===== config.mk =====
export PLATFORM = sky130hd
export DESIGN_NAME = core_ctrl
export DESIGN_NICKNAME = d
export VERILOG_FILES = /design/src/ctrl_trap_pkg.sv /design/src/ctrl_pipe_pkg.sv /design/src/exc_detect.sv /design/src/irq_arbiter.sv /design/src/ctrl_fsm.sv /design/src/core_ctrl.sv
export SDC_FILE = /design/constraint.sdc
export NUM_CORES = 1
export LEC_CHECK = 0
export BUFFER_PORTS_ARGS = -buffer_cell sky130_fd_sc_hd__buf_4
export CORE_MARGIN = 3
export CORE_UTILIZATION = 31
export CTS_BUF_LIST = sky130_fd_sc_hd__clkbuf_4
export CTS_CLUSTER_DIAMETER = 30
export DETAILED_ROUTE_END_ITERATION = 6
export GPL_TIMING_DRIVEN = 0
export PLACE_DENSITY = 0.86
export SYNTH_ARGS = -nofsm -noshare
export SYNTH_HDL_FRONTEND = slang
export SYNTH_SLANG_ARGS = --single-unit
export TNS_END_PERCENT = 1

===== constraint.sdc =====
create_clock -name clk_i -period 1.98 [get_ports clk_i]
set_clock_uncertainty 0.2 [all_clocks]
set_input_delay 0.099 -clock clk_i [delete_from_list [all_inputs] [get_ports clk_i]]
set_output_delay 0.099 -clock clk_i [all_outputs]
set_load 0.03 [all_outputs]

===== src/ctrl_trap_pkg.sv =====
// trap side definitions of the core controller
// privilege levels, trap cause codes, interrupt vectors and the trap record
package ctrl_trap_pkg;

  // number of fast interrupt lines
  localparam int unsigned NUM_FAST_IRQ = 15;

  // data or address word
  typedef logic [31:0]             word_t;
  // one bit per fast interrupt line
  typedef logic [NUM_FAST_IRQ-1:0] fast_irq_t;
  // index of a fast interrupt line
  typedef logic [3:0]              fast_id_t;

  typedef enum logic [1:0] {
    PRIV_LVL_U = 2'b00,
    PRIV_LVL_M = 2'b11
  } priv_lvl_e;

  // top bit set marks an interrupt, fast line n is {2'b11, n}
  typedef enum logic [5:0] {
    EXC_CAUSE_INSN_ADDR_MISA     = 6'h00,
    EXC_CAUSE_INSTR_ACCESS_FAULT = 6'h01,
    EXC_CAUSE_ILLEGAL_INSN       = 6'h02,
    EXC_CAUSE_BREAKPOINT         = 6'h03,
    EXC_CAUSE_LOAD_ACCESS_FAULT  = 6'h05,
    EXC_CAUSE_STORE_ACCESS_FAULT = 6'h07,
    EXC_CAUSE_ECALL_UMODE        = 6'h08,
    EXC_CAUSE_ECALL_MMODE        = 6'h0b,
    EXC_CAUSE_IRQ_SOFTWARE_M     = 6'h23,
    EXC_CAUSE_IRQ_TIMER_M        = 6'h27,
    EXC_CAUSE_IRQ_EXTERNAL_M     = 6'h2b,
    EXC_CAUSE_IRQ_NM             = 6'h3f
  } exc_cause_e;

  // raw interrupt request lines
  typedef struct packed {
    logic      irq_software;
    logic      irq_timer;
    logic      irq_external;
    fast_irq_t irq_fast;
  } irqs_t;

  // exception record handed to the FSM in the flush cycle
  typedef struct packed {
    logic       req;
    exc_cause_e cause;
    word_t      tval;
  } trap_t;

endpackage


===== src/ctrl_pipe_pkg.sv =====
// pipeline side definitions of the core controller
// fetch PC source, decoder flags and CSR save strobes
package ctrl_pipe_pkg;

  // source of the next fetch PC when a PC set is requested
  typedef enum logic [1:0] {
    PC_BOOT = 2'd0,
    PC_EXC  = 2'd1,
    PC_IRQ  = 2'd2,
    PC_ERET = 2'd3
  } pc_sel_e;

  // raw decoder flags, not yet qualified with instruction valid
  typedef struct packed {
    logic illegal;
    logic ecall;
    logic mret;
    logic wfi;
    logic ebrk;
  } dec_flags_t;

  // strobes toward the CSR file
  typedef struct packed {
    // save PC of the IF stage (interrupt entry)
    logic save_if;
    // save PC of the ID stage (exception entry)
    logic save_id;
    logic save_cause;
    logic restore_mret;
  } csr_save_t;

endpackage


===== src/exc_detect.sv =====
// synchronous exception detection for the core controller
// qualifies decoder flags, flops the requests and builds cause and trap value
`timescale 1ns/1ps

module exc_detect
  import ctrl_trap_pkg::*;
  import ctrl_pipe_pkg::*;
(
  input  logic       clk_i,
  input  logic       rst_ni,

  // instruction in ID
  input  logic       instr_valid_i,
  input  dec_flags_t dec_i,
  input  logic       fetch_err_i,
  input  logic [1:0] lsu_err_i,
  input  priv_lvl_e  priv_i,
  input  word_t      instr_i,
  input  word_t      pc_i,
  input  word_t      lsu_addr_i,

  // from the FSM
  input  logic       in_flush_i,

  // to the FSM
  output logic       special_req_o,
  output logic       mret_o,
  output logic       wfi_o,
  output trap_t      trap_o
);

  logic ecall, ebrk, mret, wfi, fetch_err;
  logic illegal_umode;
  logic illegal_d, illegal_q;
  logic exc_req_d, exc_req_q;
  logic load_err_d, load_err_q;
  logic store_err_d, store_err_q;

  // decoder flags only count with a valid instruction
  assign ecall     = dec_i.ecall & instr_valid_i;
  assign ebrk      = dec_i.ebrk  & instr_valid_i;
  assign mret      = dec_i.mret  & instr_valid_i;
  assign wfi       = dec_i.wfi   & instr_valid_i;
  assign fetch_err = fetch_err_i & instr_valid_i;

  // MRET is M-mode only
  assign illegal_umode = (priv_i != PRIV_LVL_M) & mret;

  // requests drop while the FSM flushes so a handled one does not repeat
  assign illegal_d   = ((dec_i.illegal & instr_valid_i) | illegal_umode) & ~in_flush_i;
  assign exc_req_d   = (ecall | ebrk | illegal_d | fetch_err) & ~in_flush_i;
  // bit 0 is load, bit 1 is store
  assign load_err_d  = lsu_err_i[0] & ~in_flush_i;
  assign store_err_d = lsu_err_i[1] & ~in_flush_i;

  // LSU errors arrive without an ID valid
  assign special_req_o = mret | wfi | exc_req_d | (|lsu_err_i);
  assign mret_o        = mret;
  assign wfi_o         = wfi;

  always_ff @(posedge clk_i or negedge rst_ni) begin
    if (!rst_ni) begin
      exc_req_q   <= 1'b0;
      illegal_q   <= 1'b0;
      load_err_q  <= 1'b0;
      store_err_q <= 1'b0;
    end else begin
      exc_req_q   <= exc_req_d;
      illegal_q   <= illegal_d;
      load_err_q  <= load_err_d;
      store_err_q <= store_err_d;
    end
  end

  //////////////////////////////////////////////////////////////////////
  // cause and trap value, priority as in the privileged spec
  //////////////////////////////////////////////////////////////////////

  always_comb begin
    trap_o.req   = exc_req_q | store_err_q | load_err_q;
    trap_o.cause = EXC_CAUSE_INSN_ADDR_MISA;
    trap_o.tval  = '0;
    if (trap_o.req) begin
      if (fetch_err) begin
        trap_o.cause = EXC_CAUSE_INSTR_ACCESS_FAULT;
        trap_o.tval  = pc_i;
      end else if (illegal_q) begin
        trap_o.cause = EXC_CAUSE_ILLEGAL_INSN;
        trap_o.tval  = instr_i;
      end else if (ecall) begin
        trap_o.cause = (priv_i == PRIV_LVL_M) ? EXC_CAUSE_ECALL_MMODE : EXC_CAUSE_ECALL_UMODE;
      end else if (ebrk) begin
        // plain breakpoint, trap value stays zero
        trap_o.cause = EXC_CAUSE_BREAKPOINT;
      end else if (store_err_q) begin
        trap_o.cause = EXC_CAUSE_STORE_ACCESS_FAULT;
        trap_o.tval  = lsu_addr_i;
      end else if (load_err_q) begin
        trap_o.cause = EXC_CAUSE_LOAD_ACCESS_FAULT;
        trap_o.tval  = lsu_addr_i;
      end
    end
  end

  // the FSM flushes in the cycle after a request, which clears it again
  a_exc_req_single : assert property (
    @(posedge clk_i) disable iff (!rst_ni) exc_req_q |=> !exc_req_q);

endmodule


===== src/irq_arbiter.sv =====
// interrupt arbiter of the core controller
// decides whether an interrupt is taken and encodes its cause by priority
`timescale 1ns/1ps

module irq_arbiter
  import ctrl_trap_pkg::*;
(
  input  irqs_t      irqs_i,
  input  logic       irq_nm_i,
  // global M-mode interrupt enable
  input  logic       mie_i,
  // core is inside the NMI handler
  input  logic       nmi_mode_i,

  output logic       handle_irq_o,
  output exc_cause_e irq_cause_o
);

  logic     irq_pending;
  fast_id_t fast_id;

  // any line counts, the lines come qualified with mie CSR already
  assign irq_pending = |irqs_i;

  // no nesting in NMI mode, NMI itself bypasses mie
  assign handle_irq_o = ~nmi_mode_i & (irq_nm_i | (irq_pending & mie_i));

  //////////////////////////////////////////////////////////////////////
  // fast interrupt index
  //////////////////////////////////////////////////////////////////////

  // highest index wins, later iterations override earlier ones
  always_comb begin
    fast_id = '0;
    for (int unsigned i = 0; i < NUM_FAST_IRQ; i++) begin
      if (irqs_i.irq_fast[i]) begin
        fast_id = fast_id_t'(i);
      end
    end
  end

  //////////////////////////////////////////////////////////////////////
  // cause encoding
  //////////////////////////////////////////////////////////////////////

  // order is NMI, fast, external, software, timer
  always_comb begin
    if (irq_nm_i) begin
      irq_cause_o = EXC_CAUSE_IRQ_NM;
    end else if (irqs_i.irq_fast != '0) begin
      // interrupt bit plus 16 on top of the fast index
      irq_cause_o = exc_cause_e'({2'b11, fast_id});
    end else if (irqs_i.irq_external) begin
      irq_cause_o = EXC_CAUSE_IRQ_EXTERNAL_M;
    end else if (irqs_i.irq_software) begin
      irq_cause_o = EXC_CAUSE_IRQ_SOFTWARE_M;
    end else begin
      // timer is left, or nothing pending at all
      irq_cause_o = EXC_CAUSE_IRQ_TIMER_M;
    end
  end

  // the NMI handler must never be entered twice
  always_comb begin
    a_no_irq_in_nmi : assert (!(handle_irq_o && nmi_mode_i));
  end

endmodule


===== src/ctrl_fsm.sv =====
// controller state machine of the core
// steers boot, decode, flush, interrupt entry and sleep, keeps NMI mode
`timescale 1ns/1ps

module ctrl_fsm
  import ctrl_trap_pkg::*;
  import ctrl_pipe_pkg::*;
(
  input  logic       clk_i,
  input  logic       rst_ni,

  input  logic       fetch_enable_i,
  // ID stage cannot finish this cycle
  input  logic       stall_i,
  // any raw interrupt or NMI, wakes from sleep
  input  logic       irq_wake_i,

  // from exception detection
  input  logic       special_req_i,
  input  logic       mret_i,
  input  logic       wfi_i,
  input  trap_t      trap_i,

  // from the interrupt arbiter
  input  logic       handle_irq_i,
  input  exc_cause_e irq_cause_i,
  input  logic       irq_nm_i,

  output logic       in_flush_o,
  output logic       nmi_mode_o,

  // to fetch
  output logic       ctrl_busy_o,
  output logic       instr_req_o,
  output logic       pc_set_o,
  output pc_sel_e    pc_mux_o,

  // to the CSR file
  output exc_cause_e exc_cause_o,
  output csr_save_t  csr_save_o,
  output word_t      csr_mtval_o,

  // to the IF/ID register
  output logic       id_in_ready_o,
  output logic       instr_valid_clear_o
);

  typedef enum logic [2:0] {
    RESET, BOOT_SET, WAIT_SLEEP, SLEEP, FIRST_FETCH, DECODE, FLUSH, IRQ_TAKEN
  } ctrl_fsm_e;

  ctrl_fsm_e ctrl_fsm_cs, ctrl_fsm_ns;

  logic nmi_mode_d, nmi_mode_q;
  // keep IF from handing over a new instruction
  logic halt_if;
  // drop the instruction held in ID
  logic flush_id;

  //////////////////////////////////////////////////////////////////////
  // next state and outputs
  //////////////////////////////////////////////////////////////////////

  always_comb begin
    ctrl_fsm_ns = ctrl_fsm_cs;
    nmi_mode_d  = nmi_mode_q;
    instr_req_o = 1'b1;
    ctrl_busy_o = 1'b1;
    pc_set_o    = 1'b0;
    // mux value only matters together with pc_set_o
    pc_mux_o    = PC_BOOT;
    exc_cause_o = EXC_CAUSE_INSN_ADDR_MISA;
    csr_save_o  = '0;
    csr_mtval_o = '0;
    halt_if     = 1'b0;
    flush_id    = 1'b0;

    unique case (ctrl_fsm_cs)
      RESET: begin
        // hold the boot address until fetch is enabled
        instr_req_o = 1'b0;
        pc_set_o    = 1'b1;
        if (fetch_enable_i) begin
          ctrl_fsm_ns = BOOT_SET;
        end
      end

      BOOT_SET: begin
        pc_set_o    = 1'b1;
        ctrl_fsm_ns = FIRST_FETCH;
      end

      WAIT_SLEEP: begin
        ctrl_busy_o = 1'b0;
        instr_req_o = 1'b0;
        halt_if     = 1'b1;
        flush_id    = 1'b1;
        ctrl_fsm_ns = SLEEP;
      end

      SLEEP: begin
        instr_req_o = 1'b0;
        halt_if     = 1'b1;
        flush_id    = 1'b1;
        // clock may stay gated until some interrupt line shows up
        if (irq_wake_i) begin
          ctrl_fsm_ns = FIRST_FETCH;
        end else begin
          ctrl_busy_o = 1'b0;
        end
      end

      FIRST_FETCH: begin
        // wait for the first instruction from IF
        if (id_in_ready_o) begin
          ctrl_fsm_ns = DECODE;
        end
        if (handle_irq_i) begin
          ctrl_fsm_ns = IRQ_TAKEN;
          halt_if     = 1'b1;
        end
      end

      DECODE: begin
        // special request keeps the instruction in ID for the flush cycle
        if (special_req_i) begin
          ctrl_fsm_ns = FLUSH;
          halt_if     = 1'b1;
        end
        // an interrupt waits for the running instruction to finish
        if (handle_irq_i && stall_i) begin
          halt_if = 1'b1;
        end
        if (!stall_i && !special_req_i && handle_irq_i) begin
          ctrl_fsm_ns = IRQ_TAKEN;
          halt_if     = 1'b1;
        end
      end

      IRQ_TAKEN: begin
        pc_mux_o = PC_IRQ;
        if (handle_irq_i) begin
          pc_set_o              = 1'b1;
          csr_save_o.save_if    = 1'b1;
          csr_save_o.save_cause = 1'b1;
          exc_cause_o           = irq_cause_i;
          // NMI entry, handler runs without further nesting
          if (irq_nm_i && !nmi_mode_q) begin
            nmi_mode_d = 1'b1;
          end
        end
        ctrl_fsm_ns = DECODE;
      end

      FLUSH: begin
        halt_if     = 1'b1;
        flush_id    = 1'b1;
        ctrl_fsm_ns = DECODE;
        if (trap_i.req) begin
          // exception entry, PC of the faulting instruction goes to mepc
          pc_set_o              = 1'b1;
          pc_mux_o              = PC_EXC;
          csr_save_o.save_id    = 1'b1;
          csr_save_o.save_cause = 1'b1;
          exc_cause_o           = trap_i.cause;
          csr_mtval_o           = trap_i.tval;
        end else if (mret_i) begin
          pc_set_o                = 1'b1;
          pc_mux_o                = PC_ERET;
          csr_save_o.restore_mret = 1'b1;
          // leaving the NMI handler
          nmi_mode_d              = 1'b0;
        end else if (wfi_i) begin
          ctrl_fsm_ns = WAIT_SLEEP;
        end
      end

      default: begin
        instr_req_o = 1'b0;
        ctrl_fsm_ns = RESET;
      end
    endcase
  end

  //////////////////////////////////////////////////////////////////////
  // stall control
  //////////////////////////////////////////////////////////////////////

  assign id_in_ready_o       = ~stall_i & ~halt_if;
  // halt_if keeps instr_valid unless ID is flushed as well
  assign instr_valid_clear_o = ~(stall_i | halt_if) | flush_id;

  assign in_flush_o = (ctrl_fsm_cs == FLUSH);
  assign nmi_mode_o = nmi_mode_q;

  always_ff @(posedge clk_i or negedge rst_ni) begin
    if (!rst_ni) begin
      ctrl_fsm_cs <= RESET;
      nmi_mode_q  <= 1'b0;
    end else begin
      ctrl_fsm_cs <= ctrl_fsm_ns;
      nmi_mode_q  <= nmi_mode_d;
    end
  end

  a_state_legal : assert property (
    @(posedge clk_i) disable iff (!rst_ni)
    ctrl_fsm_cs inside {RESET, BOOT_SET, WAIT_SLEEP, SLEEP,
                        FIRST_FETCH, DECODE, FLUSH, IRQ_TAKEN});

endmodule


===== src/core_ctrl.sv =====
// core controller top level
// exception detection and interrupt arbiter side by side, both feeding the FSM
`timescale 1ns/1ps

module core_ctrl
  import ctrl_trap_pkg::*;
  import ctrl_pipe_pkg::*;
(
  input  logic       clk_i,
  input  logic       rst_ni,
  input  logic       fetch_enable_i,

  // instruction in ID
  input  logic       instr_valid_i,
  input  dec_flags_t dec_i,
  input  logic       fetch_err_i,
  input  logic [1:0] lsu_err_i,
  input  priv_lvl_e  priv_i,
  input  word_t      instr_i,
  input  word_t      pc_i,
  input  word_t      lsu_addr_i,
  input  logic       stall_id_i,

  // interrupts
  input  irqs_t      irqs_i,
  input  logic       irq_nm_i,
  input  logic       csr_mstatus_mie_i,
  output logic       nmi_mode_o,

  // fetch control
  output logic       ctrl_busy_o,
  output logic       instr_req_o,
  output logic       pc_set_o,
  output pc_sel_e    pc_mux_o,

  // CSR file
  output exc_cause_e exc_cause_o,
  output csr_save_t  csr_save_o,
  output word_t      csr_mtval_o,

  // IF/ID register
  output logic       id_in_ready_o,
  output logic       instr_valid_clear_o
);

  logic       in_flush;
  logic       special_req;
  logic       mret;
  logic       wfi;
  trap_t      trap;
  logic       handle_irq;
  exc_cause_e irq_cause;
  logic       irq_wake;

  // sleep ends on any raw line, mie does not matter here
  assign irq_wake = irq_nm_i | (|irqs_i);

  exc_detect i_exc_detect (
    .clk_i         (clk_i),
    .rst_ni        (rst_ni),
    .instr_valid_i (instr_valid_i),
    .dec_i         (dec_i),
    .fetch_err_i   (fetch_err_i),
    .lsu_err_i     (lsu_err_i),
    .priv_i        (priv_i),
    .instr_i       (instr_i),
    .pc_i          (pc_i),
    .lsu_addr_i    (lsu_addr_i),
    .in_flush_i    (in_flush),
    .special_req_o (special_req),
    .mret_o        (mret),
    .wfi_o         (wfi),
    .trap_o        (trap)
  );

  irq_arbiter i_irq_arbiter (
    .irqs_i       (irqs_i),
    .irq_nm_i     (irq_nm_i),
    .mie_i        (csr_mstatus_mie_i),
    .nmi_mode_i   (nmi_mode_o),
    .handle_irq_o (handle_irq),
    .irq_cause_o  (irq_cause)
  );

  ctrl_fsm i_ctrl_fsm (
    .clk_i               (clk_i),
    .rst_ni              (rst_ni),
    .fetch_enable_i      (fetch_enable_i),
    .stall_i             (stall_id_i),
    .irq_wake_i          (irq_wake),
    .special_req_i       (special_req),
    .mret_i              (mret),
    .wfi_i               (wfi),
    .trap_i              (trap),
    .handle_irq_i        (handle_irq),
    .irq_cause_i         (irq_cause),
    .irq_nm_i            (irq_nm_i),
    .in_flush_o          (in_flush),
    .nmi_mode_o          (nmi_mode_o),
    .ctrl_busy_o         (ctrl_busy_o),
    .instr_req_o         (instr_req_o),
    .pc_set_o            (pc_set_o),
    .pc_mux_o            (pc_mux_o),
    .exc_cause_o         (exc_cause_o),
    .csr_save_o          (csr_save_o),
    .csr_mtval_o         (csr_mtval_o),
    .id_in_ready_o       (id_in_ready_o),
    .instr_valid_clear_o (instr_valid_clear_o)
  );

endmodule


==> flow_metrics.tcl, run 1 <==
set metrics [dict create \
    slew_viol_final 0 \
    syn_area_um2 1530 \
    synth_top_area_share_pct 18.9 \
    worst_setup_path_start_kind "primary input" \
    cp.required_ps 1680 \
    antenna_cells 0 \
    hold_viol 0 \
    dieArea_um2 5800 \
    hpwl_mm 6.81 \
    yosys.area.top_type "a221oi_1" \
    cts_buffers 3 \
    fin_util_pct 85.3 \
    core_um2 4560 \
    vdd_ir_drop_max_mv 0.653 \
    clkTransAtPathRegs_ps 60 \
    crit_end "pc_set_o" \
    clock_latency_ps 260 \
    rows 24 \
    grt_start_max_net_pins 11 \
    portBuffers 179 \
    die_w_um 76.2 \
    r2r_setup_slack_ps -90 \
    cts_root_buffer "clkbuf_4" \
    dp_cells 484 \
    via_per_inst 5.83 \
    drtIter0Drc 131 \
    gp_congestion 0.955 \
    r2r_end "i_ctrl_fsm.ctrl_fsm_cs[0]" \
    wirelength_mm 9.81 \
    yosys.cell_types.count 45 \
    worst_pin_slew_ps 465 \
    clock_path_buffers 2 \
    cts_tree "yes" \
    drive_gt1_share_pct 65.4 \
    rsz0062_at_grt "true" \
    synth_area_leaders "a221oi_1, dfrtp_1, nor3_1" \
    status "finished with violations" \
    post-route-period-util_pct 111 \
    ioPinCount 181 \
    synth_cells 240 \
    max_freq_mhz 455 \
    yosysSeqAreaShare_pct 13.1 \
    slew_headroom_pct 69.0 \
    startpoint "irqs_i[0]" \
    synth_nets 371 \
    overflow 0 \
    vias 2929 \
    antenna_found_initial 0 \
    dpl_worst_slack_ps -496 \
    grt_pass1_vias 2969 \
    yosysMostFrequentCell "nor2_1" \
    powerDensity_nw_per_um2 891 \
    stdcell_count 502 \
    tns_ps -3490 \
    fin_nets 570 \
    rr_worst_depth 8 \
    drcViolationCount 0 \
    ant_nets 0 \
    crit_arrival_ps 1900 \
    synth_flop_cell "dfrtp_1" \
    grt_usage_pct 31.5 \
    r2r-start "i_ctrl_fsm.ctrl_fsm_cs[1]" \
    first_pass_iters 5 \
    routedWlPerCell_um 19.5 \
    h-tree-depth 1 \
    ys_warn_count 0 \
    synthTopCellsByCount "nor2_1, nor3_1, a221oi_1" \
    start_util_pct 33.4 \
    power.leakage_uw 0.00178 \
    synthArstFlopShare_pct 100 \
    syn_area_per_cell_um2 6.36 \
    critPathKind "primary input to primary output" \
    maxCapViolCount 0 \
    synth_edf_count 0 \
    ys_ff_latch 8 \
    critPathMaxFanout 4 \
    setup_ws_ps -219 \
    timing.final.crit_period_ps 2200 \
    final-setup-viol-count 46 \
    hold_path_class "primary input to flip-flop" \
    clkSinkCount 8 \
    end_kind "primary output" \
    violations "setup timing" \
    grt_pass1_wl_mm 15.0 \
    die_h_um 76.2 \
    syn_to_final_growth_pct 155 \
]
[how the worst min path moves through the flow]
stage / cells after the start / startpoint / to / slack (ps)
after floorplan: 0 / rst_ni / i_ctrl_fsm.ctrl_fsm_cs[0] / -400
after global placement: 1 / rst_ni / i_ctrl_fsm.ctrl_fsm_cs[0] / -280
after detailed placement: 1 / rst_ni / i_ctrl_fsm.ctrl_fsm_cs[2] / -280
after CTS: 2 / instr_valid_i / i_exc_detect.illegal_q / 1
after global routing: 2 / instr_valid_i / i_exc_detect.illegal_q / 50
final: 2 / instr_valid_i / i_exc_detect.illegal_q / 20
[through the flow]
stage                     total power [µW]  hold slack, ps  area (µm²)
final                                 3470            18.2        3890
after global routing                  3620            51.6        3890
after detailed placement              2770            -279        3280
after floorplan                       1890            -397        1860
after global placement                2740            -278        3280
after CTS                             3330            1.14        3810
[critical path, stage by stage]
cell and delay (ps):
buf_6 90, or4_4 530, and4b_1 290, and2_4 160
or3_4 120, buf_6 110, inv_4 40, or3_4 320
buf_6 140
[layout by cell type, fill, tap and decap left out, types with 4 or more instances in the layout]
| cell type | instances |
|---|---|
| a21oi_1 | 6 |
| a221oi_1 | 11 |
| a221oi_2 | 22 |
| buf_4 | 156 |
| buf_6 | 35 |
| clkbuf_1 | 6 |
| clkbuf_2 | 6 |
| clkbuf_8 | 4 |
| dfrtp_1 | 7 |
| dlygate4sd3_1 | 6 |
| inv_1 | 5 |
| nand2_1 | 10 |
| nor2_1 | 41 |
| nor2b_1 | 4 |
| nor3_1 | 10 |
| nor3_2 | 5 |
| nor3_4 | 24 |
| o21ai_0 | 7 |
| or3_4 | 4 |
[state kept, by name (all words and copies together), names as in the netlist]
name                      count
i_exc_detect.store_err_q      1
i_exc_detect.load_err_q       1
i_ctrl_fsm.nmi_mode_o         1
i_ctrl_fsm.ctrl_fsm_cs        3
i_exc_detect.exc_req_q        1
i_exc_detect.illegal_q        1
[cells by family (layout without fill, tap and decap cells)]
family,Yosys count,in the layout,synth area share [%]
buffers and inverters,32,229,8.52
multiplexers,1,1,0.656
AND/OR/NAND/NOR,124,124,40.2
AO/OA/AOI/OAI,75,75,37.5
flip-flops,8,8,13.1
[layout make-up]
type	instances	area, µm²
timing repair buffer	196	1610
buffer	21	199
multi-input combinational	200	1740
fill	268	673
tap	65	81.3
clock buffer	3	22.5
sequential	8	201
inverter	9	36.3
[routing by layer]
layer	vias to the layer above	global-route usage, %	share of wire [%]
met5	-	0	0
met4	0	18.1	6.2
met3	42	8.87	8.5
met2	181	56.0	51
met1	1377	33.3	35
li1	1329	-	-
[repair_timing]
action                                  4_1_cts  5_1_grt
gates resized for setup                      89       19
buffers inserted                              9        2
endpoints found under the setup margin       49       48
endpoints found under the hold margin        12        0
pin swaps                                     9        3
hold buffers                                  6        0
[report_power, final]
part	switching (µW)	internal (µW)
sequential	38.7	199
clock	57.1	69.5
combinational	1700	1400
total	1790	1670
Note: power is estimated with default switching activity, not from simulation.
==> inputs of run 2 (changes only) <==
ABC_AREA = 0   (was default)
CORE_UTILIZATION = 36   (was 31)
CTS_BUF_LIST = default   (was sky130_fd_sc_hd__clkbuf_4)
PLACE_DENSITY = 0.94   (was 0.86)
clock period = 2.68 ns   (was 1.98 ns; I/O delays follow)
==> run 2 against run 1 <==
  * The flow now finishes without violations
  * Count of clock-buffer cells in the layout is the same
  * Sequential power shrank 24%
  * Flip-flop and latch count is the same
  * Register-to-register slack gained 570 ps
  * Critical path depth is the same
  * Global-route usage shrank 1.2 points
  * Critical path type unchanged
  * Largest cell class unchanged
==> flow_metrics.tcl, run 2 (synthesis gave the netlist of run 1 again) <==
set metrics [dict create \
    worst_pin_slew_ps 653 \
    worst_setup_path_start_kind "primary input" \
    cts_buffers 3 \
    place_area_um2 2930 \
    largest_reg_flops 3 \
    layout_commonest_cell "buf_4" \
    slowest_delay_ps 590 \
    antenna_found_initial 0 \
    cts_root_buffer "clkbuf_8" \
    final_cell_mix "buf_4, nor2_1, nor3_1" \
    h-tree-depth 1 \
    startpoint "irqs_i[9]" \
    crit_path_frequent_cell "buf_4" \
    tns_ps 0 \
    end_kind "primary output" \
    critPathMaxFanout 7 \
    grt_pass1_vias 2526 \
    gp_congestion 0.937 \
    clkTransAtPathRegs_ps 40 \
    via_per_inst 5.60 \
    path_cells "buf_4, nor4_1, and4b_1, and2_4, or3_2, buf_6, inv_4, or3_4, buf_4" \
    grt_start_max_net_pins 12 \
    ioPinCount 181 \
    hold_path_class "primary input to flip-flop" \
    critPathKind "primary input to primary output" \
    holdPathStages 3 \
    rsz0062_at_grt "false" \
    slew_headroom_pct 56.1 \
    rr_worst_depth 7 \
    cp.required_ps 2350 \
    crit_arrival_ps 2200 \
    setup_ws_ps 147 \
    clkSinkCount 8 \
    top_register "i_ctrl_fsm.ctrl_fsm_cs" \
    fin_nets 558 \
    start_util_pct 37.6 \
    post-route-period-util_pct 94.5 \
    r2r-start "i_ctrl_fsm.ctrl_fsm_cs[2]" \
    slew_viol_final 0 \
    core_um2 4060 \
    min_from "irq_nm_i" \
    power.leakage_uw 0.00151 \
    first_pass_iters 5 \
    hpwl_mm 6.83 \
    wirelength_mm 8.17 \
    clock_path_buffers 2 \
    dpl_worst_slack_ps 142 \
    routedWlPerCell_um 17.2 \
    num-fill-cells 345 \
    vdd_ir_drop_max_mv 0.456 \
    crit_buf_inv 4 \
    vias 2661 \
    maxCapViolCount 0 \
    drive_gt1_share_pct 44.9 \
    clock_latency_ps 230 \
    cts_tree "yes" \
    powerDensity_nw_per_um2 635 \
    r2r_end "i_ctrl_fsm.ctrl_fsm_cs[2]" \
    ant_nets 0 \
    hold_end "i_ctrl_fsm.nmi_mode_o" \
    syn_to_final_growth_pct 98.0 \
    portBuffers 179 \
    drtIter0Drc 246 \
    antenna_cells 0 \
    total_power_uw 1920 \
    max_freq_mhz 395 \
    r2r_setup_slack_ps 480 \
    die_w_um 71.1 \
    grt_usage_pct 30.3 \
    slowest_stage "nor4_1" \
    rows 23 \
    drcViolationCount 0 \
    timing.final.crit_period_ps 2530 \
    fin_util_pct 74.5 \
    final-setup-viol-count 0 \
    hold_viol 0 \
    overflow 0 \
    fin_area_um2 3020 \
    cts_setup_buffers 0 \
    cp_top_family "simple AND/OR/NAND/NOR gates" \
    grt_pass1_wl_mm 12.5 \
    status "completed" \
    dieArea_um2 5060 \
    die_h_um 71.1 \
]
run 2: power breakdown:
part	internal, µW	switching [µW]	leakage [µW]
Combinational	624	968	0.00140
Sequential	148	32.3	0.0000885
Clock	97.6	50.6	0.0000216
run 2: metrics by stage:
stage | cells | hold slack (ps)
after floorplan | 240 | -362
after global placement | 469 | -245
after detailed placement | 469 | -242
after CTS | 475 | 44.3
after global routing | 475 | 54.5
final | 475 | 47.6
run 2: worst max path at each step:
stage                                 end  slack [ps]  cells past startpoint
after floorplan            exc_cause_o[3]          90                      7
after global placement    csr_mtval_o[19]         120                      6
after detailed placement  csr_mtval_o[19]         140                      6
after CTS                 csr_mtval_o[19]         110                      6
after global routing      csr_mtval_o[19]         0.3                      6
final                            pc_set_o         150                      9
run 2: layer usage:
metal | vias up | GRT usage, % | part of all wire, %
met5 | - | 0 | 0
met4 | 0 | 6.89 | 1.9
met3 | 15 | 6.11 | 9.7
met2 | 148 | 52.0 | 50
met1 | 1196 | 39.1 | 39
li1 | 1302 | - | -
run 2: layout make-up:
type                            count  area (µm²)  area share [%]
Clock buffer                        3        41.3            1.37
Sequential cell                     8         201            6.66
Timing Repair Buffer              183        1380            45.8
Buffer                             22        90.1            2.98
Multi-Input combinational cell    200        1210            39.9
Inverter                            9        36.3            1.20
Tap cell                           50        62.6            2.07
run 2: tightest hold or removal path: stages:
cell and delay [ps]:
buf_4 120, inv_1 70, o21ai_0 90
run 2: what timing repair did:
action,4_1_cts,5_1_grt
endpoints found under the setup margin,28,25
hold buffers,4,0
endpoints found under the hold margin,11,0
pin swaps,0,0
gates resized for setup,1,2
==> inputs of run 3 (changes only) <==
clock period = 3 ns   (was 2.68 ns; I/O delays follow)
==> run 3 against run 2 <==
  * Register-to-register slack gained 240 ps
  * Highest routed layer unchanged
  * Routed wire length up 0.39%
  * Final cell count up 0.21%
  * Sequential share of layout area is essentially flat
  * Sequential power shrank 18%
  * First-iteration DRC count shrank 19%
  * Non-clock buffer count rose by 1
  * Count of clock-buffer cells in the layout unchanged
  * Critical endpoint is now csr_mtval_o[19]
  * Global-route usage unchanged
  * Critical path type is now flip-flop to primary output
  * Largest power group unchanged
  * Clock power fell by 10%
==> flow_metrics.tcl, run 3 (synthesis gave the netlist of run 1 again) <==
set metrics [dict create \
    status "completed" \
    grt_usage_pct 30.3 \
    layout_commonest_cell "buf_4" \
    die_w_um 71.1 \
    hpwl_mm 6.83 \
    slowest_delay_ps 350 \
    cp_top_family "buffers and inverters" \
    ioPinCount 181 \
    grt_pass1_vias 2524 \
    start_util_pct 37.6 \
    grt_start_max_net_pins 11 \
    powerDensity_nw_per_um2 569 \
    final-setup-viol-count 0 \
    grt_use_met3_pct 6.11 \
    hold_viol 0 \
    clkSinkCount 8 \
    rows 23 \
    worst_setup_path_start_kind "flip-flop" \
    wirelength_mm 8.20 \
    crit_buf_inv 4 \
    grt_util_met1_pct 39.1 \
    largest_reg_flops 3 \
    met2_usage_pct 52.0 \
    h-tree-depth 1 \
    crit_path_frequent_cell "clkbuf_1" \
    final_cell_mix "buf_4, nor2_1, nor3_1" \
    clock_latency_ps 230 \
    max_freq_mhz 357 \
    clkTransAtPathRegs_ps 40 \
    antenna_found_initial 0 \
    cts_tree "yes" \
    rsz0062_at_grt "false" \
    first_pass_iters 6 \
    tns_ps 0 \
    grt_pass1_wl_mm 12.5 \
    fin_nets 559 \
    overflow 0 \
    die_h_um 71.1 \
    drive_gt1_share_pct 44.6 \
    clock_path_buffers 2 \
    slew_viol_final 0 \
    routedWlPerCell_um 17.2 \
    syn_to_final_growth_pct 97.8 \
    seq_area_um2 200 \
    maxCapViolCount 0 \
    slew_headroom_pct 57.9 \
    setup_ws_ps 202 \
    num-fill-cells 343 \
    ant_nets 0 \
    worst_pin_slew_ps 626 \
    critPathMaxFanout 10 \
    cts_root_buffer "clkbuf_8" \
    hold_path_class "primary input to flip-flop" \
    gp_congestion 0.937 \
    power.leakage_uw 0.00151 \
    vdd_ir_drop_max_mv 0.406 \
    timing.final.crit_period_ps 2800 \
    via_per_inst 5.64 \
    drcViolationCount 0 \
    top_register "i_ctrl_fsm.ctrl_fsm_cs" \
    multi_input_area_um2 1200 \
    vias 2683 \
    core_um2 4060 \
    dpl_worst_slack_ps 446 \
    post-route-period-util_pct 93.3 \
    drtIter0Drc 199 \
    cts_buffers 3 \
    slowest_stage "nor3_1" \
    antenna_cells 0 \
    critPathKind "flip-flop to primary output" \
    crit_arrival_ps 2450 \
    top_usage_layer "met2" \
    dieArea_um2 5060 \
    portBuffers 179 \
    cp.required_ps 2650 \
    end_kind "primary output" \
    path_cells "clkbuf_1, nand3b_1, nand2b_1, clkbuf_1, clkbuf_1, nor3_1, buf_4" \
]
run 3: changes by cell type in the layout (fill, tap and decap cells not counted):
cell,before,now
clkbuf_1,21,22
dfrtp_1,7,8
dfrtp_2,1,0
nor3b_2,0,1
nor3b_4,1,0
run 3: per-stage QoR:
stage / instance area [µm²] / cells / hold WS [ps] / util [%] / total power, µW
2_1_floorplan: 1530 / 240 / -346 / - / 1000
3_3_place_gp: 2930 / 469 / -229 / 72.3 / 1560
3_5_place_dp: 2930 / 469 / -226 / 72.3 / 1580
4_1_cts: 3010 / 476 / 60.3 / 74.3 / 1720
5_1_grt: 3020 / 476 / 70.5 / 74.4 / 1820
6_report: 3020 / 476 / 59.7 / 74.4 / 1720
run 3: final cells by class:
class | instances | area share, %
Buffer | 23 | 3.11
Clock buffer | 3 | 1.37
Inverter | 9 | 1.20
Multi-Input combinational cell | 200 | 39.8
Sequential cell | 8 | 6.63
Tap cell | 50 | 2.07
Timing Repair Buffer | 183 | 45.8
run 3: final timing paths:
path,end,cells after the start,slack (ps),startpoint
min in group asynchronous,i_ctrl_fsm.ctrl_fsm_cs[1],2,70,rst_ni
min reg2reg,i_ctrl_fsm.nmi_mode_o,2,330,i_ctrl_fsm.nmi_mode_o
min,i_ctrl_fsm.nmi_mode_o,3,60,irq_nm_i
max,csr_mtval_o[19],7,200,i_ctrl_fsm.ctrl_fsm_cs[1]
max reg2reg,i_ctrl_fsm.ctrl_fsm_cs[0],7,720,i_ctrl_fsm.ctrl_fsm_cs[1]
max in group asynchronous,i_exc_detect.load_err_q,2,2400,rst_ni
run 3: per-layer routing:
layer	up-vias	wire length (µm)
met4	0	150
met5	-	0
met1	1213	3220
li1	1305	-
met2	149	4120
met3	16	719
run 3: worst register-to-register path, cell delays in order, from the launching register on:
cell	delay, ps
dfrtp_1	370
clkbuf_1	220
nand3b_1	270
o311a_1	280
nor2_1	90
a221oi_1	250
o32a_1	270
mux2i_1	240
run 3: repair_timing:
item,in CTS,in global routing
setup buffers,0,0
endpoints found under the setup margin,0,18
endpoints found under the hold margin,11,0
resized for setup,0,1
hold buffers,4,0
run 3: report_power, final:
part	switching, µW	internal [µW]
clock network	46.2	87.3
logic	881	558
registers	15.7	131
